File: config.mk
export PLATFORM = sky130hd
export DESIGN_NAME = write_resp_bank
export DESIGN_NICKNAME = d
export VERILOG_FILES = /design/src/bank_cfg_pkg.sv /design/src/bank_xfer_pkg.sv /design/src/id_list_ctrl.sv /design/src/msg_ram_2p.sv /design/src/release_arbiter.sv /design/src/slot_allocator.sv /design/src/write_resp_bank.sv
export SDC_FILE = /design/constraint.sdc
export NUM_CORES = 2
export LEC_CHECK = 0
export BUFFER_PORTS_ARGS = -buffer_cell sky130_fd_sc_hd__buf_2
export CAP_MARGIN = 20
export CORE_MARGIN = 2
export CORE_UTILIZATION = 52
export CTS_CLUSTER_SIZE = 20
export DETAILED_ROUTE_END_ITERATION = 12
export GPL_ROUTABILITY_DRIVEN = 1
export PLACE_DENSITY = 0.75
export SKIP_CTS_REPAIR_TIMING = 1
export SLEW_MARGIN = 30
export SYNTH_ARGS = -nofsm -noshare
export SYNTH_HDL_FRONTEND = slang
export SYNTH_HIERARCHICAL = 1
export SYNTH_SLANG_ARGS = --single-unit
File: constraint.sdc
create_clock -name clk_i -period 12.9 [get_ports clk_i]
set_input_delay 3.87 -clock clk_i [delete_from_list [all_inputs] [get_ports clk_i]]
set_output_delay 3.87 -clock clk_i [all_outputs]
set_load 0.03 [all_outputs]
File: src/bank_cfg_pkg.sv
// Widths are fixed for 16 IDs and at most 32 slots and every message carries its ID in the low bits
package bank_cfg_pkg;

  // Transaction ID taken from the low message bits
  localparam int unsigned IdWidth = 4;
  localparam int unsigned NumIds = 1 << IdWidth;

  // Upper bound of the slot pool that a top level may use in part
  localparam int unsigned SlotWidth = 5;
  localparam int unsigned MaxSlots = 1 << SlotWidth;

  localparam int unsigned MsgWidth = 64;

  typedef logic [IdWidth-1:0] id_t;

  typedef logic [SlotWidth-1:0] slot_t;

  // Low IdWidth bits hold the transaction ID
  typedef logic [MsgWidth-1:0] msg_t;

  // One bit per slot for enables, occupancy and release reports
  typedef logic [MaxSlots-1:0] slot_mask_t;

  typedef logic [NumIds-1:0] id_mask_t;

  // One extra bit so that a full pool fits
  typedef logic [SlotWidth:0] count_t;

endpackage

File: src/bank_xfer_pkg.sv
// Grouped signals between the bank modules and every field width comes from bank_cfg_pkg
package bank_xfer_pkg;

  // Store of one message into the message RAM
  typedef struct packed {
    logic                 en;
    bank_cfg_pkg::slot_t  addr;
    bank_cfg_pkg::msg_t   data;
  } msg_wr_t;

  // Entry chosen for release on this cycle
  typedef struct packed {
    logic                 valid;
    bank_cfg_pkg::id_t    id;
    bank_cfg_pkg::slot_t  slot;
  } rel_sel_t;

  // Oldest stored entry of every ID
  typedef struct packed {
    bank_cfg_pkg::id_mask_t                          has_msg;
    bank_cfg_pkg::slot_t [bank_cfg_pkg::NumIds-1:0]  head;
  } list_head_t;

endpackage

File: src/id_list_ctrl.sv
// One linked list per ID in a shared pool and slots must be released in the order they were stored
`timescale 1ns/1ps

module id_list_ctrl #(
  parameter int unsigned NumSlots = bank_cfg_pkg::MaxSlots
) (
  input  logic                      clk_i,
  input  logic                      rst_ni,
  input  logic                      resv_fire_i,
  input  bank_cfg_pkg::id_t         resv_id_i,
  input  bank_cfg_pkg::slot_t       resv_slot_i,
  input  logic                      in_valid_i,
  input  bank_cfg_pkg::msg_t        in_data_i,
  output logic                      in_ready_o,
  output bank_xfer_pkg::msg_wr_t    wr_o,
  input  bank_xfer_pkg::rel_sel_t   sel_i,
  output bank_xfer_pkg::list_head_t heads_o
);
  import bank_cfg_pkg::*;

  // Link from each slot to the next slot of the same ID
  slot_t    next_ptr_q [NumSlots];

  // Per-ID last reserved, oldest empty and oldest reserved slots
  slot_t    tail_q [NumIds];
  slot_t    tail_d [NumIds];
  slot_t    fill_q [NumIds];
  slot_t    fill_d [NumIds];
  slot_t    rel_q [NumIds];
  slot_t    rel_d [NumIds];

  // Reserved count includes the stored entries
  count_t   resv_cnt_q [NumIds];
  count_t   resv_cnt_d [NumIds];
  count_t   stored_cnt_q [NumIds];
  count_t   stored_cnt_d [NumIds];

  id_t      in_id;
  logic     store_fire;
  id_mask_t has_empty;
  id_mask_t resv_hit;
  id_mask_t store_hit;
  id_mask_t pick_hit;
  slot_t    store_next;
  slot_t    pick_next;

  assign in_id = id_t'(in_data_i[IdWidth-1:0]);

  always_comb begin
    for (int i = 0; i < NumIds; i++) begin
      has_empty[i] = resv_cnt_q[i] != stored_cnt_q[i];
    end
  end

  // Ready depends on valid
  assign in_ready_o = in_valid_i && has_empty[in_id];
  assign store_fire = in_ready_o;

  assign wr_o = '{en: store_fire, addr: fill_q[in_id], data: in_data_i};

  always_comb begin
    resv_hit  = '0;
    store_hit = '0;
    pick_hit  = '0;
    resv_hit[resv_id_i] = resv_fire_i;
    store_hit[in_id]    = store_fire;
    pick_hit[sel_i.id]  = sel_i.valid;
  end

  // Two reads of the link array per cycle
  assign store_next = next_ptr_q[fill_q[in_id]];
  assign pick_next  = next_ptr_q[rel_q[sel_i.id]];

  always_comb begin
    for (int i = 0; i < NumIds; i++) begin
      tail_d[i]       = tail_q[i];
      fill_d[i]       = fill_q[i];
      rel_d[i]        = rel_q[i];
      resv_cnt_d[i]   = resv_cnt_q[i] + count_t'(resv_hit[i]) - count_t'(pick_hit[i]);
      stored_cnt_d[i] = stored_cnt_q[i] + count_t'(store_hit[i]) - count_t'(pick_hit[i]);

      // Pointer goes stale when the list runs dry until the next reservation
      if (pick_hit[i]) begin
        rel_d[i] = pick_next;
      end
      if (store_hit[i]) begin
        fill_d[i] = store_next;
      end

      if (resv_hit[i]) begin
        tail_d[i] = resv_slot_i;
        // List empty after this cycle's release
        if (resv_cnt_q[i] == count_t'(pick_hit[i])) begin
          rel_d[i] = resv_slot_i;
        end
        // Fill pointer caught up with a link that is not written yet
        if (resv_cnt_q[i] - stored_cnt_q[i] == count_t'(store_hit[i])) begin
          fill_d[i] = resv_slot_i;
        end
      end
    end
  end

  // Only link behind a live tail since a stale one may belong to another ID by now
  always_ff @(posedge clk_i) begin
    if (resv_fire_i && (resv_cnt_q[resv_id_i] != '0)) begin
      next_ptr_q[tail_q[resv_id_i]] <= resv_slot_i;
    end
  end

  always_ff @(posedge clk_i or negedge rst_ni) begin
    if (!rst_ni) begin
      for (int i = 0; i < NumIds; i++) begin
        tail_q[i]       <= '0;
        fill_q[i]       <= '0;
        rel_q[i]        <= '0;
        resv_cnt_q[i]   <= '0;
        stored_cnt_q[i] <= '0;
      end
    end else begin
      for (int i = 0; i < NumIds; i++) begin
        tail_q[i]       <= tail_d[i];
        fill_q[i]       <= fill_d[i];
        rel_q[i]        <= rel_d[i];
        resv_cnt_q[i]   <= resv_cnt_d[i];
        stored_cnt_q[i] <= stored_cnt_d[i];
      end
    end
  end

  always_comb begin
    for (int i = 0; i < NumIds; i++) begin
      heads_o.has_msg[i] = stored_cnt_q[i] != '0;
      heads_o.head[i]    = rel_q[i];
    end
  end

  a_store_needs_reservation: assert property (@(posedge clk_i) disable iff (!rst_ni)
    store_fire |-> (resv_cnt_q[in_id] > stored_cnt_q[in_id]));

endmodule

File: src/msg_ram_2p.sv
// Message RAM without reset and a slot must not be written and read on the same cycle
`timescale 1ns/1ps

module msg_ram_2p #(
  parameter int unsigned NumSlots = bank_cfg_pkg::MaxSlots
) (
  input  logic                    clk_i,
  input  bank_xfer_pkg::msg_wr_t  wr_i,
  input  bank_xfer_pkg::rel_sel_t sel_i,
  output bank_cfg_pkg::msg_t      rd_data_o
);
  import bank_cfg_pkg::*;

  msg_t mem_q [NumSlots];
  msg_t rd_data_q;

  // Write port
  always_ff @(posedge clk_i) begin
    if (wr_i.en) begin
      mem_q[wr_i.addr] <= wr_i.data;
    end
  end

  // Read port holds its data until the next pick
  always_ff @(posedge clk_i) begin
    if (sel_i.valid) begin
      rd_data_q <= mem_q[sel_i.slot];
    end
  end

  assign rd_data_o = rd_data_q;

  // A slot is stored before it is released, never on the same cycle
  a_no_write_read_same_slot: assert property (@(posedge clk_i)
    (sel_i.valid && wr_i.en) |-> (sel_i.slot != wr_i.addr));

endmodule

File: src/release_arbiter.sv
// Lowest eligible ID wins and an ID held in the output stage waits until its entry is popped
`timescale 1ns/1ps

module release_arbiter #(
  parameter int unsigned NumSlots = bank_cfg_pkg::MaxSlots
) (
  input  logic                      clk_i,
  input  logic                      rst_ni,
  input  bank_xfer_pkg::list_head_t heads_i,
  input  bank_cfg_pkg::slot_mask_t  release_en_i,
  input  logic                      out_ready_i,
  output bank_xfer_pkg::rel_sel_t   sel_o,
  output logic                      out_valid_o,
  output bank_cfg_pkg::slot_mask_t  released_o
);
  import bank_cfg_pkg::*;

  // Output stage
  logic     out_valid_q;
  id_t      out_id_q;
  slot_t    out_slot_q;

  id_mask_t eligible;
  id_t      pick_id;
  logic     found;
  logic     pop;
  logic     can_pick;

  assign pop      = out_valid_q && out_ready_i;
  assign can_pick = !out_valid_q || out_ready_i;

  // Oldest entry of the ID must be enabled by the release mask
  always_comb begin
    for (int i = 0; i < NumIds; i++) begin
      eligible[i] = heads_i.has_msg[i] && release_en_i[heads_i.head[i]];
    end
    if (out_valid_q) begin
      eligible[out_id_q] = 1'b0;
    end
  end

  assign found = |eligible;

  // Lowest ID is the last one to match
  always_comb begin
    pick_id = '0;
    for (int i = NumIds - 1; i >= 0; i--) begin
      if (eligible[i]) begin
        pick_id = id_t'(i);
      end
    end
  end

  assign sel_o = '{valid: can_pick && found, id: pick_id, slot: heads_i.head[pick_id]};

  always_ff @(posedge clk_i or negedge rst_ni) begin
    if (!rst_ni) begin
      out_valid_q <= 1'b0;
    end else if (sel_o.valid) begin
      out_valid_q <= 1'b1;
    end else if (pop) begin
      out_valid_q <= 1'b0;
    end
  end

  always_ff @(posedge clk_i) begin
    if (sel_o.valid) begin
      out_id_q   <= sel_o.id;
      out_slot_q <= sel_o.slot;
    end
  end

  assign out_valid_o = out_valid_q;

  // Freed slot shows up on the pop itself
  assign released_o = pop ? (slot_mask_t'(1) << out_slot_q) : '0;

  a_hold_under_backpressure: assert property (@(posedge clk_i) disable iff (!rst_ni)
    (out_valid_o && !out_ready_i) |=> (out_valid_o && $stable(out_slot_q)));

  // Picked slots come from the allocator through the lists
  a_pick_in_pool: assert property (@(posedge clk_i) disable iff (!rst_ni)
    sel_o.valid |-> (32'(sel_o.slot) < NumSlots));

endmodule

File: src/slot_allocator.sv
// Handles up to MaxSlots slots and only frees slots that are reported as released
`timescale 1ns/1ps

module slot_allocator #(
  parameter int unsigned NumSlots = bank_cfg_pkg::MaxSlots
) (
  input  logic                     clk_i,
  input  logic                     rst_ni,
  input  logic                     resv_ready_i,
  input  bank_cfg_pkg::slot_mask_t free_i,
  output logic                     resv_valid_o,
  output bank_cfg_pkg::slot_t      resv_slot_o
);
  import bank_cfg_pkg::*;

  // Slots that exist in this configuration
  localparam slot_mask_t SlotRange = slot_mask_t'((64'd1 << NumSlots) - 64'd1);

  slot_mask_t occ_q;
  slot_mask_t occ_d;
  slot_mask_t free_slots;
  slot_mask_t resv_onehot;
  logic       resv_fire;

  assign free_slots   = ~occ_q & SlotRange;
  assign resv_valid_o = |free_slots;

  // Lowest free slot wins in a scan from the top down
  always_comb begin
    resv_slot_o = '0;
    for (int s = MaxSlots - 1; s >= 0; s--) begin
      if (free_slots[s]) begin
        resv_slot_o = slot_t'(s);
      end
    end
  end

  assign resv_fire   = resv_valid_o && resv_ready_i;
  assign resv_onehot = resv_fire ? (slot_mask_t'(1) << resv_slot_o) : '0;

  // Released slots are always occupied so set and clear never overlap
  assign occ_d = (occ_q & ~free_i) | resv_onehot;

  always_ff @(posedge clk_i or negedge rst_ni) begin
    if (!rst_ni) begin
      occ_q <= '0;
    end else begin
      occ_q <= occ_d;
    end
  end

  // A slot handed out is never one that the release report still names as held
  a_resv_slot_free: assert property (@(posedge clk_i) disable iff (!rst_ni)
    resv_fire |-> !free_i[resv_slot_o]);

  // The release report only names slots that are held
  a_free_only_occupied: assert property (@(posedge clk_i) disable iff (!rst_ni)
    (free_i & ~occ_q) == '0);

endmodule

File: src/write_resp_bank.sv
// Write-response bank with NumSlots up to 32 and a slot is always stored before it is released
`timescale 1ns/1ps

module write_resp_bank #(
  parameter int unsigned NumSlots = 32
) (
  input  logic                     clk_i,
  input  logic                     rst_ni,

  // Reservation
  input  bank_cfg_pkg::id_t        resv_id_i,
  input  logic                     resv_ready_i,
  output logic                     resv_valid_o,
  output bank_cfg_pkg::slot_t      resv_slot_o,

  // Message input
  input  logic                     in_valid_i,
  input  bank_cfg_pkg::msg_t       in_data_i,
  output logic                     in_ready_o,

  // Release control and report
  input  bank_cfg_pkg::slot_mask_t release_en_i,
  output bank_cfg_pkg::slot_mask_t released_o,

  // Message output
  output logic                     out_valid_o,
  input  logic                     out_ready_i,
  output bank_cfg_pkg::msg_t       out_data_o
);
  import bank_xfer_pkg::*;

  logic       resv_fire;
  msg_wr_t    wr;
  rel_sel_t   sel;
  list_head_t heads;

  assign resv_fire = resv_valid_o && resv_ready_i;

  slot_allocator #(.NumSlots(NumSlots)) u_slot_allocator (
    .clk_i        (clk_i),
    .rst_ni       (rst_ni),
    .resv_ready_i (resv_ready_i),
    .free_i       (released_o),
    .resv_valid_o (resv_valid_o),
    .resv_slot_o  (resv_slot_o)
  );

  id_list_ctrl #(.NumSlots(NumSlots)) u_id_list_ctrl (
    .clk_i       (clk_i),
    .rst_ni      (rst_ni),
    .resv_fire_i (resv_fire),
    .resv_id_i   (resv_id_i),
    .resv_slot_i (resv_slot_o),
    .in_valid_i  (in_valid_i),
    .in_data_i   (in_data_i),
    .in_ready_o  (in_ready_o),
    .wr_o        (wr),
    .sel_i       (sel),
    .heads_o     (heads)
  );

  msg_ram_2p #(.NumSlots(NumSlots)) u_msg_ram (
    .clk_i     (clk_i),
    .wr_i      (wr),
    .sel_i     (sel),
    .rd_data_o (out_data_o)
  );

  release_arbiter #(.NumSlots(NumSlots)) u_release_arbiter (
    .clk_i        (clk_i),
    .rst_ni       (rst_ni),
    .heads_i      (heads),
    .release_en_i (release_en_i),
    .out_ready_i  (out_ready_i),
    .sel_o        (sel),
    .out_valid_o  (out_valid_o),
    .released_o   (released_o)
  );

endmodule
==> results.md <==
* CP peak stage delay at 0.75 ns
* Core box area at 244,000 um^2
* Synth Warn # at 6
* Htree depth at 5
* Placed cell area at 132,000 um^2
* Gpl congestion at 0.979
* Initial Util at 52.4%
* Synthesized Nets at 8,262
* Worst Path Required at 9.03 ns
* Dominant synthesized flop cell: edfxtp_1
* Count leader, synth: edfxtp_1
* Worst-Skew Late Latency at 1.00 ns
* Reg-to-reg setup timing slack at 4.77 ns
* CTS Buf Count at 297
* Crit-path cells: buf_2 > buf_4 > nand2_1 > nor4_1 > nor4_4 > mux4_2 > and2_1 > buf_2
* Syn Std Cell Area at 128,000 um^2
* Synth async-reset ratio at 16.9%
* DP Wirelength at 210,000 um
* CP Max Fanout at 70
* Most used cell, CP: buf_2
* Outcome: complete, no violations
* First-pass DRT Iterations at 7
* Final nets at 8,435
* R2R cell count at 20
* Row count at 181
* Placement Setup Slack at 1.89 ns
* Slew HR at 26.9%
* Yosys reg bits at 2,746
* Number of vias per cell at 6.77
* Crit path launch type: primary input
* Post-synth top area share at 53.6%
* Clock buffer depth at 4
* Worst min path class: register to register
* Arr. time, crit path at 7.17 ns
* Root buffer cell: clkbuf_16
* Gr usage total at 30.1%
* DR vias at 76,946
* Initial drt markers at 11,512
* Die Span Y at 500 um
* Slew @ Worst Pin at 1.10 ns
* Setup TNS Final at 0 ns
* Worst Hold Depth at 2
* Fmax at 90.6 MHz
* Top delay family on crit path: simple AND/OR/NAND/NOR gates
* CP endpoint kind: output port
* Routed WL at 379,000 um
* DRC Markers at 0
* Syn-to-layout area delta at 11.1%
* Max-slew violations at 0
* Critical R2R Launch: u_id_list_ctrl/heads_o[10]
* DRT antenna net count at 0
* Period utilization at 85.6%
* Number of buffers and inverters on the critical path at 3
* CTS tree: built
* Synth area leader: edfxtp_1
* Worst R2R End: u_id_list_ctrl/heads_o[66]
* Hold path endpoint: u_id_list_ctrl/tail_q[42]
* Synth cell count leaders: edfxtp_1 (2,281), mux4_2 (807), dfrtp_1 (465)
* Hold Path Origin: u_id_list_ctrl/tail_q[42]
* Die width at 500 um
* # setup viols final at 0
* Global-route wire length before repair at 544,000 um
* Antenna violations before repair at 30
* Area of the die at 250,000 um^2
* Filler instances at 17,353
* IO Pins at 209
* WL/cell at 33.4 um
* Layout cells sized above 1 at 23.8%
* Crit path time final at 11.04 ns
* RSZ-0062 raised after global routing: false
* Synth top area cells: edfxtp_1 (54%), mux4_2 (14%), dfrtp_1 (9.1%)
* Cells after synthesis at 7,773
* Clock-pin slew on the worst setup and hold paths at 0.06 ns
* Maxcap violations at 0
* Worst setup margin at 1.86 ns
* GRT overflow at 0
* Post-Route Skew at 0.147 ns
* EDFF count, synth at 2,281
* PortBufs at 208
* Design area at 142,000 um^2
* Hold Fails Final Rpt at 0
* Clock sinks at 2,746
* Slowest CP cell: nor4_1
* Syn avg cell area at 16.4 um^2
* Setup Crit Path Kind: primary input to output port
* Vias in the first global route at 77,424
* Sequential area share after synthesis at 62.7%
* Largest net degree at the start of global routing at 152
* Post-synthesis cell type count at 96
worst max path at each step:
| stage | start | end | slack [ns] | cells after the start |
|---|---|---|---|---|
| floorplan | release_en_i[29] | u_id_list_ctrl/resv_cnt_q[22] | 1.24 | 23 |
| global placement | in_data_i[1] | in_ready_o | 1.93 | 8 |
| detailed placement | in_data_i[1] | in_ready_o | 1.89 | 8 |
| CTS | in_data_i[1] | in_ready_o | 1.89 | 8 |
| global route | in_data_i[1] | in_ready_o | 1.76 | 8 |
| finish | in_data_i[1] | in_ready_o | 1.86 | 8 |
cells by family after synthesis:
| family | Yosys count | share of synthesized area (%) |
|---|---|---|
| flip-flops | 2746 | 62.7 |
| multiplexers | 1293 | 18.3 |
| adder cells (fa/ha/maj) | 384 | 4.04 |
| XOR/XNOR | 208 | 1.43 |
| buffers and inverters | 940 | 3.30 |
| AND/OR/NAND/NOR | 1417 | 6.00 |
| AO/OA/AOI/OAI | 785 | 4.24 |
layout by cell type (no fill, tap or decap), drive strengths merged, types with 33 or more instances in the layout:
cell type / count
dfrtp: 465
clkbuf: 360
o221ai: 50
o21ai: 185
a21oi: 176
ha: 336
nor4: 46
a21o: 46
nand2b: 50
xor2: 122
nand4: 113
mux2: 215
buf: 371
o22ai: 93
nand3: 246
inv: 451
nor2b: 42
mux2i: 269
clkinv: 90
nand3b: 227
nor2: 309
edfxtp: 2281
nand2: 247
xnor2: 86
mux4: 809
or2: 33
o21bai: 45
fa: 48
through the flow:
| stage | hold slack (ns) | utilization (%) | instances |
|---|---|---|---|
| after floorplan | 0.441 | - | 7773 |
| after global placement | 0.451 | 54.1 | 10829 |
| after detailed placement | 0.461 | 54.3 | 10843 |
| after CTS | 0.475 | 58.1 | 11344 |
| after global routing | 0.512 | 58.2 | 11360 |
| final | 0.477 | 58.2 | 11364 |
final cells by class:
cell class                 instances  area [um^2]  area share (%)
antenna                           14         35.0          0.0247
clock buffer                     360         7780            5.48
clock inverter                   141         1550            1.09
inverter                         443         1670            1.17
multi-input combinational       4087        43900            30.9
sequential                      2746        80100            56.5
tap                             3202         4010            2.82
timing repair buffer             371         2870            2.02
worst reg2reg max path, stage by stage, from the launching register on:
cell and delay [ns]:
dfrtp_1 1.00, mux4_2 0.65, mux2i_1 0.48, mux4_2 0.41
nor2_1 0.10, nor2_1 0.11, o21ai_0 0.25, a211oi_2 0.83
nor2_4 0.24, buf_16 0.25, inv_1 0.20, buf_4 0.39
mux4_2 0.57, a22oi_1 0.22, nand3_1 0.13, buf_4 0.27
or2_0 0.44, o22ai_1 0.21, nor2_1 0.08, o2111ai_2 0.82
o221ai_1 0.28
state kept, by name (all words and copies together) (netlist names), 5 cells and up:
register,count
u_id_list_ctrl/tail_q,80
u_slot_allocator/occ_q,32
u_id_list_ctrl/resv_cnt_q,96
u_id_list_ctrl/next_ptr_q,160
u_id_list_ctrl/fill_q,80
u_release_arbiter/out_slot_q,5
u_msg_ram/mem_q,2048
u_id_list_ctrl/heads_o,80
u_msg_ram/rd_data_o,64
u_id_list_ctrl/stored_cnt_q,96
per-layer routing:
layer | GRT usage [%] | up-vias | routed length [um]
met5 | 0.212 | - | 221
met4 | 13.8 | 22 | 19600
met3 | 6.78 | 1046 | 44500
met2 | 47.2 | 5457 | 178000
met1 | 40.4 | 39605 | 137000
li1 | - | 30816 | -
Power is left out: the tool's default activity adds up to more than one toggle a clock period on the data nets, which glitch-free logic cannot reach.
